[src/hdl/tcb_pkg.sv]
// shared bus widths and vector types, imported by every RTL block and the testbench
package tcb_pkg;

  //////////////////////////////////////////////////
  // bus geometry
  //////////////////////////////////////////////////

  // word address width for 256 words
  localparam int unsigned ABW = 8;

  // data word width
  localparam int unsigned DBW = 32;

  // one enable per byte lane
  localparam int unsigned BEW = DBW / 8;

  //////////////////////////////////////////////////
  // vector types
  //////////////////////////////////////////////////

  // word address counted in words
  typedef logic [ABW-1:0] adr_t;

  // data word in both directions
  typedef logic [DBW-1:0] dat_t;

  // byte enable mask where bit b covers dat_t[8*b +: 8]
  typedef logic [BEW-1:0] ben_t;

  // bus rules these types travel with
  //   transfer   = vld & rdy on a rising clock edge
  //   read data  = valid exactly one cycle after the read transfer
  //   write      = no response at all

endpackage: tcb_pkg

[src/hdl/tcb_multiplexer.sv]
// steers the granted requester onto the memory port and returns ready and read data to it
`timescale 1ns/1ns

module tcb_multiplexer #(
  parameter  int unsigned SPN = 2,           // number of requesters
  localparam int unsigned SPL = $clog2(SPN)  // select width
)(
  input  logic           man,               // clock
  input  logic           rst_n,             // sync reset, active low
  input  logic [SPL-1:0] sel,               // grant from the arbiter
  // requester side
  input  logic           sub_vld [SPN-1:0],
  input  logic           sub_wen [SPN-1:0],
  input  tcb_pkg::adr_t  sub_adr [SPN-1:0],
  input  tcb_pkg::ben_t  sub_ben [SPN-1:0],
  input  tcb_pkg::dat_t  sub_wdt [SPN-1:0],
  output logic           sub_rdy [SPN-1:0],
  output tcb_pkg::dat_t  sub_rdt [SPN-1:0],
  // memory side
  output logic           mem_vld,
  output logic           mem_wen,
  output tcb_pkg::adr_t  mem_adr,
  output tcb_pkg::ben_t  mem_ben,
  output tcb_pkg::dat_t  mem_wdt,
  input  logic           mem_rdy,
  input  tcb_pkg::dat_t  mem_rdt
);

  logic [SPL-1:0] rsp_sel;  // owner of the response in flight
  logic           trn;      // memory port transfer

  //////////////////////////////////////////////////
  // request path
  //////////////////////////////////////////////////

  // plain index into the loose arrays, same cycle
  assign mem_vld = sub_vld[sel];
  assign mem_wen = sub_wen[sel];
  assign mem_adr = sub_adr[sel];
  assign mem_ben = sub_ben[sel];
  assign mem_wdt = sub_wdt[sel];

  assign trn = mem_vld & mem_rdy;

  //////////////////////////////////////////////////
  // response select
  //////////////////////////////////////////////////

  // remembers who asked, so the next request can
  // already be routed while this data comes back
  always_ff @(posedge man) begin
    if (!rst_n) begin
      rsp_sel <= '0;
    end else if (trn) begin
      rsp_sel <= sel;
    end
  end

  //////////////////////////////////////////////////
  // per-port ready and read data
  //////////////////////////////////////////////////

  for (genvar i = 0; i < SPN; i++) begin: gen_port
    // only the granted port sees ready
    assign sub_rdy[i] = (sel == i[SPL-1:0]) ? mem_rdy : 1'b0;
    // data goes back to the port of the previous transfer
    assign sub_rdt[i] = (rsp_sel == i[SPL-1:0]) ? mem_rdt : '0;
  end: gen_port

endmodule: tcb_multiplexer

[config.mk]
export PLATFORM = sky130hd
export DESIGN_NAME = tcb_multiplexer
export DESIGN_NICKNAME = d
export VERILOG_FILES = /design/src/hdl/tcb_pkg.sv /design/src/hdl/tcb_multiplexer.sv
export SDC_FILE = /design/constraint.sdc
export NUM_CORES = 1
export LEC_CHECK = 0
export BUFFER_PORTS_ARGS = -buffer_cell sky130_fd_sc_hd__clkbuf_2
export CAP_MARGIN = 20
export CORE_AREA = 4 4 90 92
export DETAILED_ROUTE_END_ITERATION = 10
export DIE_AREA = 0 0 94 96
export PLACE_DENSITY = 0.51
export SETUP_SLACK_MARGIN = 0.5
export SYNTH_ARGS = -nofsm -noshare
export SYNTH_HDL_FRONTEND = slang
export SYNTH_SLANG_ARGS = --single-unit
[constraint.sdc]
create_clock -name man -period 1.6 [get_ports man]
set_input_delay 0.32 -clock man [delete_from_list [all_inputs] [get_ports man]]
set_output_delay 0.32 -clock man [all_outputs]
set_load 0.01 [all_outputs]
==> results of run 1 <==
-- what timing repair did --
item / CTS / global route
pin swaps: 0 / 2
buffers inserted: 8 / 4
hold endpoints to repair: 0 / 0
endpoints found under the setup margin: 107 / 113
gates resized for setup: 53 / 251
gates cloned: 12 / 1
-- layer usage --
metal | global-route usage [%] | part of all wire (%)
met5 | 0 | 0
met3 | 3.36 | 11
met1 | 13.3 | 31
met2 | 28.4 | 57
met4 | 0.963 | 0.93
-- per-stage QoR --
stage	total power, uW	util [%]
6_report	1160	56.3
5_1_grt	1230	56.3
4_1_cts	903	44.7
3_5_place_dp	750	36.8
3_3_place_gp	747	36.8
2_1_floorplan	420	-
-- worst paths after layout --
path / start / end / slack, ps / depth (start not counted)
setup / recovery: sel / mem_wdt[13] / 190 / 4
hold / removal: sub_vld[0] / rsp_sel / 520 / 2
setup reg to reg: rsp_sel / rsp_sel / 410 / 6
hold reg to reg: rsp_sel / rsp_sel / 1080 / 6
-- cell usage after synthesis (all sizes together) --
| cell | instances | area share (%) |
|---|---|---|
| mux2 | 46 | 51 |
| and2 | 33 | 19 |
| nor2b | 33 | 19 |
| buf | 9 | 6.3 |
| clkbuf | 3 | 1.2 |
| a211oi | 1 | 1.2 |
| a21oi | 1 | 0.46 |
| dfxtp | 1 | 1.8 |
| o21ai | 1 | 0.46 |
-- report_power, final --
group / total, uW / switching [uW] / internal [uW]
logic: 1130 / 393 / 736
registers: 28.4 / 2.86 / 25.5
clock network: 0 / 0 / 0
total: 1160 / 396 / 762
-- final cells by class --
class | count | area (um^2)
Fill cell | 597 | 3150
Timing Repair Buffer | 269 | 2470
Multi-Input combinational cell | 115 | 1450
Tap cell | 99 | 124
Sequential cell | 1 | 23.8
-- logic make-up (layout without fill, tap and decap cells) --
family | after synthesis | after routing | synth area share (%)
simple gates | 66 | 66 | 38.1
mux | 46 | 46 | 50.5
buf+inv | 12 | 269 | 7.50
compound gates | 3 | 3 | 2.08
flops | 1 | 1 | 1.85
-- worst max-delay path, stage by stage --
cell,delay [ps]
clkbuf_16,170
clkbuf_16,170
mux2_4,300
buf_6,120
==> impl_metrics.yaml, run 1 <==
status:
  outcome: "completed"
synthesis:
  synthesis.nets: 256
  synth_area_per_cell_um2: 8.47
  ys_seq_area_share_pct: 1.85
  synth_cell_types: 14
  synth.ff_latch_count: 1
  synth_area_mm2: 0.00108
  synth_cells: 128
  yosysWarningCount: 0
timing:
  fin_ws_ps: 193
  setup_viol: 0
  slew_headroom_pct: 90.3
  worst_pin_slew_ps: 146
  report.final.slew_viol_count: 0
  period_minus_slack_ps: 1410
  min_period_over_period_pct: 87.9
  timing.hold.ws_ps: 524
  fin_tns_setup_ps: 0
  finClkSkew_ps: 0
  grt_setup_unrepaired: "true"
  final-hold-violation-count: 0
  fmax_ghz: 0.711
power_and_ir_drop:
  vdd_drop_max_mv: 0.159
  p_per_area_mw_per_mm2: 285
  leakagePower_uw: 0.00227
floorplan:
  die_y_um: 96
  core_area_mm2: 0.00721
  io_pins: 240
  die-width_um: 94
  rows: 31
  start_util_pct: 15.0
  die-area_mm2: 0.00902
finish:
  drive_gt1_share_pct: 99.0
  largestRegisters: "rsp_sel: 1 flops"
  area_growth_pct: 274
  fin_cells: 484
  layout_common_cells: "134 x clkbuf_2, 105 x buf_6, 46 x mux2_4, 32 x and2_4, 30 x nor2b_4"
  nets: 515
  post-route-cell-area_mm2: 0.00406
  largest_reg_flops: 1
  n_antenna_cell: 0
  largest-register: "rsp_sel"
  layout_commonest_cell: "clkbuf_2"
clock_tree:
  holdBufCountCts: 0
  clock_latency_ps: 0
  cts.clk_slew.worst_paths_ps: 0
placed_design:
  hpwl_um: 5420
  gp_congestion: 0.734
  placed_cells: 459
  portBuffers: 239
  dp_slack_ps: 106
  dpl-instance-area_mm2: 0.00266
route:
  wl_per_cell_um: 16.5
  wl_um: 7970
  post-route-drc-count: 0
  drt_first_iter_violations: 5
  drt_first_pass_iters: 2
  ant_nets: 0
  viasPerCell: 4.17
  vias: 2019
global_routing:
  grt_max_degree: 12
  grt_pass1_vias: 1988
  antenna_found_initial: 0
  grt_overflow_total: 0
  grtUsageTotal_pct: 13.3
  grt_pass1_wl_um: 9650
worst_setup_path:
  worstPathRequired_ps: 1280
  cp_max_fo: 8
  critPathKind: "input pin to primary output"
  start_kind: "input pin"
  setup.worst_path.end_class: "primary output"
  cp.arrival_ps: 1090
hold_path:
  min_path_type: "input pin to register"
flow_run:
  drv_cap: 0
(Power assumes the default switching activity.)
==> inputs of run 2 (changes only) <==
CORE_AREA = 4 4 92 94   (was 4 4 90 92)
DIE_AREA = 0 0 96 98   (was 0 0 94 96)
clock period = 1.2 ns   (was 1.6 ns; I/O delays follow)
==> run 2 against run 1 <==
  * The run now ends with negative setup slack left
  * Cell area up 1.3%
  * Cell count increased by 1.0%
  * Combinational power is 34% higher
  * Wire length fell by 8.4%
  * Largest cell class unchanged
==> impl_metrics.yaml, run 2 (synthesized netlist as in run 1, its figures left out) <==
status:
  outcome: "finished with violations"
  violations: "negative setup slack"
worst_setup_path:
  crit_top_cell: "buf_12"
  max_stage_delay_ps: 330
  setup.worst_path.end_class: "primary output"
  cp_slowest_cell: "dfxtp_4"
  worstPathRequired_ps: 960
  cp_num_buf_inv: 4
  crit_family: "buffers and inverters"
  cp_cell_sequence: "buf_12 > buf_12 > buf_16 > and2_4 > buf_6"
  cp_max_fo: 7
  path_depth: 5
  start_kind: "register"
  critPathKind: "register to primary output"
  cp.arrival_ps: 980
  reg2reg_depth: 6
route:
  drt_first_iter_violations: 8
  drt_first_pass_iters: 2
  wl_per_cell_um: 14.9
  ant_nets: 0
  post-route-drc-count: 0
  wl_um: 7300
  vias: 1982
  viasPerCell: 4.05
timing:
  fin_tns_setup_ps: -123
  final-hold-violation-count: 0
  fmax_ghz: 0.822
  min_period_over_period_pct: 101
  slew_headroom_pct: 90.4
  worst_pin_slew_ps: 143
  finClkSkew_ps: 0
  grt_setup_unrepaired: "true"
  period_minus_slack_ps: 1220
  setup_viol: 16
  fin_ws_ps: -16.9
  report.final.slew_viol_count: 0
finish:
  area_growth_pct: 279
  fin_cells: 489
  layout_commonest_cell: "clkbuf_2"
  layout_common_cells: "132 x clkbuf_2, 101 x buf_6, 46 x mux2_4, 33 x and2_4, 31 x nor2b_4"
  largestRegisters: "rsp_sel: 1 flops"
  post-route-cell-area_mm2: 0.00411
  n_antenna_cell: 0
  largest_reg_flops: 1
  drive_gt1_share_pct: 99.5
  nets: 517
  final_util_pct: 53.8
  largest-register: "rsp_sel"
global_routing:
  grt_overflow_total: 0
  antenna_found_initial: 0
  grt_pass1_wl_um: 9710
  grt_max_degree: 12
  grtUsageTotal_pct: 12.6
  grt_pass1_vias: 1992
placed_design:
  portBuffers: 239
  gp_congestion: 0.736
  hpwl_um: 5630
  dpl-instance-area_mm2: 0.00286
  placed_cells: 469
clock_tree:
  cts.clk_slew.worst_paths_ps: 0
  holdBufCountCts: 0
  clock_latency_ps: 0
power_and_ir_drop:
  vdd_drop_max_mv: 0.207
  p_per_area_mw_per_mm2: 375
  leakagePower_uw: 0.00229
hold_path:
  hold_depth: 2
  min_path_type: "input pin to register"
floorplan:
  die-width_um: 96
  die-area_mm2: 0.00941
  io_pins: 240
  core_area_mm2: 0.00765
  die_y_um: 98
  start_util_pct: 14.2
  rows: 32
flow_run:
  drv_cap: 0
-- run 2: where the power goes --
group	total, uW	switching [uW]	internal [uW]
clock network	0	0	0
logic	1510	513	995
registers	35.6	1.67	34.0
-- run 2: per-layer routing --
| metal | vias to the layer above | GRT usage [%] | part of all wire [%] |
|---|---|---|---|
| met3 | 6 | 3.62 | 13 |
| met1 | 884 | 12.5 | 29 |
| met2 | 144 | 25.8 | 57 |
| met4 | 0 | 0.875 | 1.1 |
| met5 | - | 0 | 0 |
| li1 | 948 | - | - |
-- run 2: through the flow --
| step | power [uW] | setup WS [ps] | hold WS [ps] |
|---|---|---|---|
| 4_1_cts | 1250 | -40.7 | 448 |
| 3_3_place_gp | 1060 | -144 | 450 |
| 5_1_grt | 1640 | -39.5 | 456 |
| 3_5_place_dp | 1060 | -147 | 444 |
| 2_1_floorplan | 620 | 159 | 322 |
| 6_report | 1540 | -16.9 | 443 |
-- run 2: path summary, 6_finish.rpt --
check | from | end | slack (ps)
min reg2reg | rsp_sel | rsp_sel | 1020
min | sub_vld[0] | rsp_sel | 440
max reg2reg | rsp_sel | rsp_sel | 80
max | rsp_sel | sub_rdt[55] | -20
-- run 2: timing repair --
item | CTS | global route
resized for setup | 51 | 223
pin swaps | 1 | 3
gates cloned | 8 | 3
setup buffers | 7 | 2
endpoints found under the setup margin | 113 | 113
-- run 2: cell type report --
| cell class | count | area [um^2] |
|---|---|---|
| Fill cell | 668 | 3530 |
| Multi-Input combinational cell | 115 | 1450 |
| Sequential cell | 1 | 23.8 |
| Tap cell | 102 | 128 |
| Timing Repair Buffer | 271 | 2510 |
==> inputs of run 3 (changes only) <==
CELL_PAD_IN_SITES_DETAIL_PLACEMENT = 0   (was not set)
CELL_PAD_IN_SITES_GLOBAL_PLACEMENT = 1   (was not set)
CORE_AREA = not set   (was 4 4 92 94)
CORE_MARGIN = 4   (was not set)
CORE_UTILIZATION = 11   (was not set)
DIE_AREA = not set   (was 0 0 96 98)
PLACE_DENSITY = 0.71   (was 0.51)
==> run 3 against run 2 <==
  * The run still ends with negative setup slack left
  * Maximum frequency is essentially flat
  * Global-route usage shrank 2.4 points
  * Clock skew is the same
  * Critical path depth shrank 1
  * First-iteration DRC count grew to 6.8 times the previous value
  * Sequential cell count is the same
  * Wire length grew 2.7%
  * Sequential share of layout area grew 0.051 points
  * Largest power group unchanged
==> impl_metrics.yaml, run 3 (synthesized netlist as in run 1, its figures left out) <==
floorplan:
  io_pins: 240
  core_area_mm2: 0.00942
  start_util_pct: 11.5
  die_y_um: 107
  die-area_mm2: 0.0115
  rows: 35
  die-width_um: 107
route:
  vias: 1957
  wl_met1_um: 2420
  dr_wl_met3_um: 754
  post-route-drc-count: 0
  viasPerCell: 3.83
  ant_nets: 0
  met2WireLength_um: 4290
  drt_first_pass_iters: 4
  top_layer_used: "met4"
  drt_first_iter_violations: 54
  wl_per_cell_um: 14.7
  wl_um: 7500
worst_setup_path:
  crit_family: "buffers and inverters"
  worstPathRequired_ps: 960
  cp_slowest_cell: "mux2_4"
  cp_cell_sequence: "clkbuf_16 > clkbuf_16 > mux2_4 > buf_6"
  cp_max_fo: 5
  critPathKind: "input pin to primary output"
  cp_num_buf_inv: 3
  crit_top_cell: "clkbuf_16"
  cp.arrival_ps: 980
  setup.worst_path.end_class: "primary output"
  start_kind: "input pin"
  max_stage_delay_ps: 300
global_routing:
  antenna_found_initial: 0
  grt_pass1_wl_um: 9620
  grt_overflow_total: 0
  grt_pass1_vias: 1981
  grt_max_degree: 12
  grtUsageTotal_pct: 10.2
timing:
  min_period_over_period_pct: 101
  period_minus_slack_ps: 1220
  fin_tns_setup_ps: -159
  final-hold-violation-count: 0
  fin_ws_ps: -15.8
  worst_pin_slew_ps: 178
  fmax_ghz: 0.822
  finClkSkew_ps: 0
  slew_headroom_pct: 88.1
  setup_viol: 18
  grt_setup_unrepaired: "true"
  report.final.slew_viol_count: 0
placed_design:
  portBuffers: 239
  gp_congestion: 0.769
  hpwl_um: 5820
  dp_slack_ps: -160
finish:
  layout_common_cells: "168 x clkbuf_2, 67 x buf_6, 42 x mux2_4, 33 x and2_4, 31 x nor2b_4"
  layout_commonest_cell: "clkbuf_2"
  n_antenna_cell: 0
  largest-register: "rsp_sel"
  largest_reg_flops: 1
  drive_gt1_share_pct: 99.5
  area_growth_pct: 248
  largestRegisters: "rsp_sel: 1 flops"
  nets: 512
power_and_ir_drop:
  vdd_drop_max_mv: 0.163
  leakagePower_uw: 0.00216
  total_power_uw: 1410
  p_per_area_mw_per_mm2: 373
status:
  violations: "negative setup slack"
  outcome: "finished with violations"
clock_tree:
  clock_latency_ps: 0
  holdBufCountCts: 0
  cts.clk_slew.worst_paths_ps: 0
hold_path:
  min_path_type: "input pin to register"
flow_run:
  drv_cap: 0
==> run 3: worst paths after layout <==
| kind | start | endpoint | slack (ps) | depth (start not counted) |
|---|---|---|---|---|
| worst max register to register | rsp_sel | rsp_sel | 50 | 6 |
| worst min register to register | rsp_sel | rsp_sel | 1040 | 6 |
| worst max-delay path | sel | mem_adr[6] | -20 | 4 |
| worst min-delay path | rst_n | rsp_sel | 470 | 3 |
==> run 3: through the flow <==
stage               instances  area, um^2  hold WS (ps)  utilization [%]
finish                    511        3780           466             40.1
global route              511        3780           486             40.1
CTS                       506        3290           499             34.9
detailed placement        495        2860           496             30.4
global placement          495        2860           498             30.4
floorplan                 128        1590           322                -
==> run 3: power breakdown <==
group	internal, uW	switching, uW	leakage, uW
sequential	34.0	1.93	0.00000890
clock	0	0	0
combinational	880	494	0.00215
==> run 3: tightest hold or removal path: cells and delay by family <==
kind / cells / cell delay, ps
buffers and inverters: 1 / 90
AOI/OAI and AO/OA: 2 / 90
==> run 3: timing repair <==
| item | 4_1_cts | 5_1_grt |
|---|---|---|
| cloned | 6 | 3 |
| buffers inserted | 5 | 2 |
| gates resized for setup | 46 | 138 |
| endpoints found under the setup margin | 113 | 113 |
==> run 3: final cells by class <==
cell class | count | area [um^2]
multi-input combinational | 115 | 1440
sequential | 1 | 23.8
timing repair buffer | 266 | 2150
tap | 129 | 161
fill | 925 | 5640
==> run 3: routing by layer <==
metal | vias to the layer above | track usage, %
met5 | - | 0
met4 | 0 | 0.639
met3 | 2 | 2.58
met2 | 143 | 20.6
met1 | 873 | 10.9
li1 | 939 | -
