### src/hdl/tcb_arbiter.sv
// round-robin requester select for the shared memory port, held stable while a transfer stalls
`timescale 1ns/1ns

module tcb_arbiter #(
  parameter  int unsigned SPN = 2,          // number of requesters
  localparam int unsigned SPL = $clog2(SPN) // select width
)(
  input  logic           man,       // clock
  input  logic           rst_n,     // sync reset, active low
  input  logic [SPN-1:0] vld,       // request valid per port
  input  logic           rdy,       // memory ready
  output logic [SPL-1:0] sel        // granted port
);

  typedef enum logic {
    ARB_IDLE,  // free to pick a new winner
    ARB_HOLD   // winner stalled, grant locked
  } arb_state_t;

  arb_state_t     state;
  logic [SPL-1:0] ptr;   // highest priority port
  logic [SPL-1:0] lck;   // locked grant during a stall
  logic [SPL-1:0] pick;  // search result
  logic           trn;   // transfer on the memory port
  int             idx;

  //////////////////////////////////////////////////
  // search from the pointer
  //////////////////////////////////////////////////

  // walk backwards so the nearest valid port after ptr wins
  always_comb begin
    pick = ptr;  // nothing valid, park on ptr
    for (int k = SPN-1; k >= 0; k--) begin
      idx = (int'(ptr) + k) % SPN;
      if (vld[idx]) pick = idx[SPL-1:0];
    end
  end

  assign sel = (state == ARB_HOLD) ? lck : pick;  // no change while stalled
  assign trn = vld[sel] & rdy;

  //////////////////////////////////////////////////
  // lock and rotate
  //////////////////////////////////////////////////

  always_ff @(posedge man) begin
    if (!rst_n) begin
      state <= ARB_IDLE;
      ptr   <= '0;
      lck   <= '0;
    end else begin
      if (trn) begin
        ptr   <= SPL'((int'(sel) + 1) % SPN);  // next port after the served one
        state <= ARB_IDLE;
      end else if (vld[sel]) begin
        // granted port waits on ready, freeze the grant
        state <= ARB_HOLD;
        lck   <= sel;
      end
    end
  end

endmodule: tcb_arbiter

### config.mk
export PLATFORM = sky130hd
export DESIGN_NAME = tcb_arbiter
export DESIGN_NICKNAME = d
export VERILOG_FILES = /design/src/hdl/tcb_arbiter.sv
export SDC_FILE = /design/constraint.sdc
export NUM_CORES = 1
export LEC_CHECK = 0
export BUFFER_PORTS_ARGS = -buffer_cell sky130_fd_sc_hd__buf_2
export CAP_MARGIN = 40
export CORE_AREA = 2 2 39 41
export DETAILED_ROUTE_END_ITERATION = 8
export DIE_AREA = 0 0 41 43
export GPL_ROUTABILITY_DRIVEN = 0
export GPL_TIMING_DRIVEN = 1
export PLACE_DENSITY = 0.37
export REMOVE_ABC_BUFFERS = 1
export SETUP_SLACK_MARGIN = 0.05
export SYNTH_ARGS = -nofsm -noshare
export SYNTH_HDL_FRONTEND = slang
export SYNTH_SLANG_ARGS = --single-unit
### constraint.sdc
create_clock -name man -period 0.9 [get_ports man]
set_clock_uncertainty 0.1 [all_clocks]
set_input_delay 0.09 -clock man [delete_from_list [all_inputs] [get_ports man]]
set_output_delay 0.09 -clock man [all_outputs]
set_load 0.02 [all_outputs]
==> results of run 1 <==
[cells by family (layout without fill, tap and decap cells)]
kind of cell | count (synthesis) | after routing | share of synthesized area [%]
muxes | 1 | 1 | 5.41
and+or+nand+nor | 10 | 10 | 26.4
DFF | 3 | 3 | 32.4
buffers and inverters | 2 | 21 | 4.05
AOI/OAI and AO/OA | 7 | 7 | 31.8
[through the flow]
| stage | total power (W) | hold slack, ps | setup TNS (ps) | area [µm²] |
|---|---|---|---|---|
| after detailed placement | 0.000284 | 256 | -646 | 275 |
| after CTS | 0.000584 | 12.4 | -933 | 375 |
| after global placement | 0.000284 | 260 | -647 | 275 |
| after global routing | 0.000612 | 44.6 | -978 | 387 |
| after floorplan | 0.000211 | 108 | -217 | 185 |
| final | 0.000578 | 34.7 | -808 | 387 |
[path summary, 6_finish.rpt]
kind,start,endpoint,slack [ps],cells past startpoint
setup / recovery,ptr,sel,-330,4
hold / removal,rst_n,lck,30,2
setup reg to reg,ptr,lck,-280,5
hold reg to reg,ptr,ptr,500,3
[routing by layer]
| layer | share of wire, % | global-route usage (%) | routed length (µm) | vias up |
|---|---|---|---|---|
| met3 | 3.4 | 1.57 | 21 | 0 |
| met4 | 0 | 6.00 | 0 | 0 |
| met2 | 60 | 13.4 | 368 | 4 |
| li1 | - | - | - | 119 |
| met5 | 0 | 0 | 0 | - |
| met1 | 37 | 7.67 | 227 | 113 |
[cell type report]
type	count	area, µm²	area share [%]
clock buffers	4	26.3	6.80
inverters	2	7.51	1.94
multi-input cells	18	151	39.2
flip-flops and latches	3	63.8	16.5
well taps	16	20.0	5.18
repair buffers	15	118	30.4
[cell usage in the layout (no fill, tap or decap)]
cell / netlist / final
buf_4: 0 / 7
buf_2: 0 / 4
buf_6: 0 / 4
clkbuf_4: 0 / 3
dfxtp_2: 0 / 3
inv_2: 1 / 2
nand2b_1: 2 / 2
nand2_2: 0 / 2
nor2_1: 2 / 2
nor2b_1: 1 / 1
a211oi_2: 0 / 1
a2111oi_4: 0 / 1
a21boi_0: 1 / 1
o21a_1: 1 / 1
mux2i_1: 1 / 1
o2bb2ai_2: 0 / 1
and2_1: 1 / 1
a21oi_1: 1 / 1
nand2_1: 3 / 1
nand3_1: 1 / 1
o31ai_2: 0 / 1
clkbuf_1: 0 / 1
[power by group through the flow]
| stage | Sequential (W) | Clock, W | Combinational [W] |
|---|---|---|---|
| 2_1_floorplan | 0.000158 | 0 | 0.0000535 |
| 3_3_place_gp | 0.000157 | 0 | 0.000127 |
| 3_5_place_dp | 0.000156 | 0 | 0.000128 |
| 4_1_cts | 0.000160 | 0.000247 | 0.000177 |
| 5_1_grt | 0.000161 | 0.000248 | 0.000203 |
| 6_report | 0.000160 | 0.000231 | 0.000188 |
[flip-flops by register name (all words and copies together), names as in the netlist]
| register | count |
|---|---|
| lck | 1 |
| ptr | 1 |
| state | 1 |
[what timing repair did]
| item | CTS | global route |
|---|---|---|
| setup buffers | 4 | 0 |
| pin swaps | 4 | 3 |
| resized for setup | 12 | 3 |
| endpoints found under the setup margin | 4 | 4 |
[worst max-delay path, delay by kind of cell, from the launching register on]
kind,cells,cell delay [ps]
buffers and inverters,2,170
flip-flops,1,330
AO/OA/AOI/OAI,1,190
AND/OR/NAND/NOR,1,130
[cell usage after synthesis]
cell / number / area (µm²)
a211oi_1: 1 / 7.51
o2bb2ai_1: 1 / 8.76
o21a_1: 1 / 7.51
and2_1: 1 / 6.26
nand2_1: 3 / 11.3
mux2i_1: 1 / 10.0
nand3_1: 1 / 5.00
nand2b_1: 2 / 12.5
o31ai_1: 1 / 7.51
inv_1: 1 / 3.75
dfxtp_1: 3 / 60.1
nor2b_1: 1 / 6.26
a21oi_1: 1 / 5.00
inv_2: 1 / 3.75
a2111oi_2: 1 / 15.0
nor2_1: 2 / 7.51
a21boi_0: 1 / 7.51
==> impl_results.md, run 1 <==
* Pleak at ~0.17 nW
* CP arrival at 1040 ps
* Post-route ant nets at 0
* Number of max-cap violations at 0
* Synth Warn # at 0
* Vias/cell at 4.07
* Switching Share at 26.9%
* All-Layer GR Usage at 7.92%
* Fin cells at slightly below 60
* Root Driver: clkbuf_4
* Die W at 41 µm
* Max-Slew Margin vs Limit at 84.4%
* Dpl cells at 50
* First-pass GRT wire length at around 940 µm
* Full die area at about 0.0018 mm²
* # IOs at 6
* Pre-antenna DRT Iters at 1
* Layout cells sized above 1 at 69.0%
* VDD IR max at 0.000575 V
* Slowest cell on crit path: dfxtp_2
* Netlist cell types at 17
* Power per Cell Area at 1500 mW/mm²
* Clock sinks at 3
* H-tree depth at 1
* Remaining Overflow, GRT at 0
* Avg WL per Cell at approximately 11 µm
* Hold_buf cts at 0
* Vias in the first global route at 251
* Util after Layout at 27.9%
* Via count at approximately 240
* DP HPWL at 358 µm
* Status: complete, but fails checks
* Row count at 14
* Failing checks: negative setup slack
* Slew Viols, Final at 0
* Worst path required time at 710 ps
* Final #Nets at 48
* Synth Register Bits at 3
* Worst setup EP type: primary output
* Logic pwr share at 32.5%
* Clock power share at 39.9%
* CP startpoint kind: register
* Antenna diodes at 0
* Largest net degree at the start of global routing at 6
* Crit-path max cell delay at roughly 330 ps
* HP Class: input port to register
* Core ar. at 0.00138 mm²
* Switch Pwr at 0.000155 W
* Synth-to-layout area growth at 109%
* DR iter-0 viols at 0
* WS Path Type: register to primary output
* Final Worst Setup Slack at -335 ps
* Worst-Margin Slew at 234 ps
* Filler cell count at 160
* CTS buffer count at 3
* Final worst path period need at 1230 ps
* Maximum clock frequency at between 800 and 900 MHz
* Remaining DRCs at 0
* Period utilisation layout at 137%
* Final setup viols at 4
* Syn Std Cell Area at 185 µm²
* Pint at 0.000423 W
* Seq pwr share at between 20% and 30%
* Syn_area_per_cell at 8.05 µm²
* CTS tree: built
* Initial antenna violation count at 0
* Worst path cell trace: inv_2, a211oi_2, nand2b_1, buf_4
* Synth Instances at 23
* Endpoints failing hold at 0
* Initial Util at approximately 13%
* Clk buf depth at 2
* Clock transition at the registers of the reported paths at 40 ps
* Worst slack, placed at -225 ps
* Latest clock arrival within the worst-skew pair at between 200 and 250 ps
* Critical-path maximum fanout at 2
* Die Y at approximately 43 µm
* Routed WL at 617 µm
* Sequential-to-total area share from yosys stat at 32.4%
* RSZ-0062 raised after global routing: true
* Port bufs at 5
Note: power is estimated with default switching activity, not from simulation.
==> run 2, diff against run 1 <==
--- a/config.mk
+++ b/config.mk
@@ -7,12 +7,15 @@
 export LEC_CHECK = 0
 export BUFFER_PORTS_ARGS = -buffer_cell sky130_fd_sc_hd__buf_2
 export CAP_MARGIN = 40
+export CELL_PAD_IN_SITES_DETAIL_PLACEMENT = 1
+export CELL_PAD_IN_SITES_GLOBAL_PLACEMENT = 2
 export CORE_AREA = 2 2 39 41
+export CTS_CLUSTER_DIAMETER = 50
 export DETAILED_ROUTE_END_ITERATION = 8
 export DIE_AREA = 0 0 41 43
 export GPL_ROUTABILITY_DRIVEN = 0
 export GPL_TIMING_DRIVEN = 1
-export PLACE_DENSITY = 0.37
+export PLACE_DENSITY = 0.52
 export REMOVE_ABC_BUFFERS = 1
 export SETUP_SLACK_MARGIN = 0.05
 export SYNTH_ARGS = -nofsm -noshare
==> run 2 against run 1 <==
Compared with the run above: the run still ends with negative setup slack left; clock power is essentially flat; design area down 10%; sequential share of layout area up 1.5 points; power shrank 3.5%; combinational power decreased by 9.6%; hold slack got worse by 1.4 ps; cell count fell by 6.9%; routed wire length is 17% lower; largest cell class unchanged; highest routed layer unchanged.
==> impl_results.md, run 2 (synthesized netlist as in run 1, its figures left out) <==
* Status: complete, but fails checks
* Failing checks: negative setup slack
* Latest clock arrival within the worst-skew pair at 230 ps
* CTS buffer count at 3
* Regs by FF count: lck x1, ptr x1, state x1
* Hold_buf cts at 0
* Slowest cell on crit path: dfxtp_2
* Remaining Overflow, GRT at 0
* Avg WL per Cell at around 9.5 µm
* Vias/cell at a little over 4
* Root Driver: clkbuf_4
* Core ar. at 0.00138 mm²
* Clk buf depth at 2
* Vias in the first global route at 249
* Most common cell after layout, fill and taps aside: buf_4
* Final #Nets at 44
* Crit-path max cell delay at approximately 320 ps
* DP HPWL at about 400 µm
* First-pass GRT wire length at 897 µm
* DR iter-0 viols at 4
* Die W at 41 µm
* Worst setup EP type: primary output
* Antenna diodes at 0
* Row count at 14
* Register area at 62.6 µm²
* Final total power at 0.000558 W
* Worst path cell trace: inv_2, a211oi_2, nand2b_1, buf_6
* WHS Path Cells at 2
* RSZ-0062 raised after global routing: true
* Power per Cell Area at 1610 mW/mm²
* Top delay family on crit path: flip-flops
* Commonest cells after routing, fill and taps aside: 6 x buf_4, 4 x buf_2, 3 x clkbuf_4
* Clock sinks at 3
* Worst path bufs/invs at 2
* Largest net degree at the start of global routing at 6
* Synth-to-layout area growth at 87.2%
* Number of max-cap violations at 0
* Crit path depth at 4
* VDD IR max at 0.000745 V
* TNS Setup at -699 ps
* CP arrival at 1060 ps
* Pleak at between 0.1 and 0.15 nW
* WS Path Type: register to primary output
* Final setup viols at 4
* Final worst path period need at 1250 ps
* Via count at 223
* R2R cell count at 4
* CTS tree: built
* Endpoints failing hold at 0
* All-Layer GR Usage at 8.02%
* Multi-input gate area at 154 µm²
* Final Worst Setup Slack at -352 ps
* R2R setup slack at -170 ps
* Worst path required time at 710 ps
* Critical-path maximum fanout at 2
* Period utilisation layout at 139%
* H-tree depth at 1
* WHS at 33.3 ps
* Filler cell count at 172
* Initial antenna violation count at 0
* Full die area at 0.00176 mm²
* Max-Slew Margin vs Limit at 83.2%
* Port bufs at 5
* Remaining DRCs at 0
* Layout cells sized above 1 at 60.5%
* Clock transition at the registers of the reported paths at 30 ps
* Die Y at between 40 and 50 µm
* Slew Viols, Final at 0
* Util after Layout at 25.0%
* Worst-Margin Slew at 253 ps
* # IOs at 6
* Routed WL at 515 µm
* CP startpoint kind: register
* Post-route ant nets at 0
* HP Class: input port to register
* Pre-antenna DRT Iters at 2
* Initial Util at between 10 and 15%
* Maximum clock frequency at approximately 800 MHz
[run 2: cell types whose count changed in the layout (fill, tap and decap cells not counted)]
cell       delta
buf_4         -1
buf_6         -3
dfxtp_1       +1
dfxtp_2       -1
o2bb2ai_1     +1
o2bb2ai_2     -1
o31ai_2       -1
o31ai_4       +1
[run 2: path summary, 6_finish.rpt]
check	to	startpoint
min	lck	rst_n
min reg2reg	ptr	lck
max reg2reg	lck	ptr
max	sel	ptr
[run 2: area by class of cell]
class	count	area share (%)
inverter	2	2.17
timing repair buffer	11	22.0
tap	16	5.78
multi-input combinational	18	44.4
sequential	3	18.1
clock buffer	4	7.58
[run 2: routing by layer]
layer,global-route usage (%),vias to the layer above,share of wire (%)
met5,0,-,0
met4,4.00,0,0
met3,6.28,0,5.4
met2,12.5,4,53
met1,7.05,108,42
li1,-,111,-
[run 2: stage by stage]
step / setup WS [ps] / area (µm²) / cells
final: -352 / 347 / 54
after global placement: -223 / 268 / 49
after global routing: -396 / 347 / 54
after detailed placement: -223 / 268 / 49
after CTS: -356 / 344 / 55
after floorplan: -136 / 185 / 23
[run 2: timing repair]
| item | in CTS | in global routing |
|---|---|---|
| setup endpoints to repair | 4 | 4 |
| gates cloned | 0 | 0 |
| pin swaps | 2 | 1 |
| gates resized for setup | 9 | 3 |
| buffers inserted | 4 | 1 |
[run 2: where the power goes]
part	leakage, nW	switching, W	internal (W)
Clock	0.0150	0.0000636	0.000166
Sequential	0.0255	0.00000964	0.000149
Combinational	0.102	0.0000800	0.0000902
==> run 3, diff against run 2 <==
--- a/config.mk
+++ b/config.mk
@@ -13,11 +13,10 @@
 export CTS_CLUSTER_DIAMETER = 50
 export DETAILED_ROUTE_END_ITERATION = 8
 export DIE_AREA = 0 0 41 43
-export GPL_ROUTABILITY_DRIVEN = 0
 export GPL_TIMING_DRIVEN = 1
 export PLACE_DENSITY = 0.52
 export REMOVE_ABC_BUFFERS = 1
-export SETUP_SLACK_MARGIN = 0.05
+export SETUP_SLACK_MARGIN = 0.4
 export SYNTH_ARGS = -nofsm -noshare
 export SYNTH_HDL_FRONTEND = slang
 export SYNTH_SLANG_ARGS = --single-unit
==> run 3 against run 2 <==
Compared with the run above: sequential share of layout area decreased by 1.4 points; combinational power increased by 22%; the flow still finishes with violations (negative setup slack); design area increased by 8.3%; critical endpoint unchanged; routed wire length increased by 9.9%.
==> impl_results.md, run 3 (synthesized netlist as in run 1, its figures left out) <==
* Pleak at 0.159 nW
* Vias/cell at 4.12
* Pre-antenna DRT Iters at 2
* Worst path cell trace: inv_2, a211oi_2, nand2b_1, buf_6
* Crit path from: ptr
* Power per Cell Area at 1580 mW/mm²
* All-Layer GR Usage at 8.83%
* Critical-path maximum fanout at 2
* Worst slack, placed at -223 ps
* HP Start: rst_n
* Status: complete, but fails checks
* Util after Layout at 27.1%
* WS Path Type: register to primary output
* Hold_buf cts at 0
* Die W at 41 µm
* Synth-to-layout area growth at 103%
* Avg WL per Cell at 9.93 µm
* Crit-path max cell delay at 320 ps
* Port bufs at 5
* Routability cong. at approximately 0.76
* TNS Setup at -885 ps
* Vias in the first global route at 260
* Initial Util at 13.4%
* Commonest cells after routing, fill and taps aside: 6 x buf_4, 4 x buf_2, 4 x buf_6
* Clk buf depth at 2
* Endpoints failing hold at 0
* Top delay family on crit path: flip-flops
* Latest clock arrival within the worst-skew pair at 230 ps
* First-pass GRT wire length at ~980 µm
* # IOs at 6
* Die Y at 43 µm
* Antenna diodes at 0
* Routed WL at about 570 µm
* DR iter-0 viols at 2
* CTS buffer count at 3
* H-tree depth at 1
* Post-Place Cell Area at around 270 µm²
* Regs by FF count: lck x1, ptr x1, state x1
* Worst path required time at 710 ps
* Final #Nets at 47
* CTS tree: built
* Final worst path period need at 1250 ps
* DP HPWL at 404 µm
* Fin cells at 57
* Failing checks: negative setup slack
* Post-route ant nets at 0
* Via count at 235
* Final Worst Setup Slack at -347 ps
* CP startpoint kind: register
* Critical R2R Launch: ptr
* Most common cell after layout, fill and taps aside: buf_4
* Dpl cells at 49
* Slew Viols, Final at 0
* Root Driver: clkbuf_4
* Maximum clock frequency at 802 MHz
* Largest net degree at the start of global routing at 6
* Period utilisation layout at 139%
* Slowest cell on crit path: dfxtp_2
* Final setup viols at 4
* Worst path bufs/invs at 2
* Remaining Overflow, GRT at 0
* HP Class: input port to register
* Layout cells sized above 1 at 58.5%
* Remaining DRCs at 0
* Initial antenna violation count at 0
* Worst-Margin Slew at 246 ps
* CP arrival at 1060 ps
* Final Cell Area at 375 µm²
* Full die area at 0.00176 mm²
* Core ar. at 0.00138 mm²
* Max-Slew Margin vs Limit at 83.6%
* Number of max-cap violations at 0
* Worst setup EP type: primary output
* Clock sinks at 3
* Row count at 14
* RSZ-0062 raised after global routing: true
* VDD IR max at 0.000738 V
* Clock transition at the registers of the reported paths at 40 ps
[run 3: changes by cell type in the layout (fill, tap and decap cells not counted)]
cell / previous run / this run
buf_6: 1 / 4
nand2_1: 1 / 3
nand2_2: 2 / 0
[run 3: per-stage QoR]
step / hold slack (ps) / total power, W
CTS: 23.1 / 0.000596
finish: 26.4 / 0.000595
global route: 24.7 / 0.000656
global placement: 253 / 0.000275
detailed placement: 262 / 0.000277
floorplan: 108 / 0.000211
[run 3: layer usage]
layer  up-vias  routed length, µm  global-route usage, %
li1        117                  -                      -
met1       114                239                   7.69
met2         4                298                   14.4
met3         0                 28                   6.28
met4         0                  0                   4.00
met5         -                  0                      0
[run 3: path summary, 6_finish.rpt]
check | end | slack, ps | depth (start not counted)
worst max-delay path | sel | -350 | 4
worst min-delay path | state | 30 | 2
worst max register to register | ptr | -320 | 7
worst min register to register | ptr | 520 | 3
[run 3: where the power goes]
part	internal [W]	total (W)	switching, W
clock network	0.000166	0.000230	0.0000642
registers	0.000149	0.000158	0.00000870
logic	0.000119	0.000207	0.0000875
total	0.000434	0.000595	0.000160
[run 3: layout make-up]
type	count	area, µm²
multi-input cells	18	149
well taps	16	20.0
clock buffers	4	26.3
inverters	2	7.51
flip-flops and latches	3	62.6
repair buffers	14	110
fillers	173	1010
[run 3: what timing repair did]
item / in CTS / in global routing
setup endpoints to repair: 4 / 4
pin swaps: 2 / 0
setup buffers: 4 / 0
resized for setup: 11 / 1
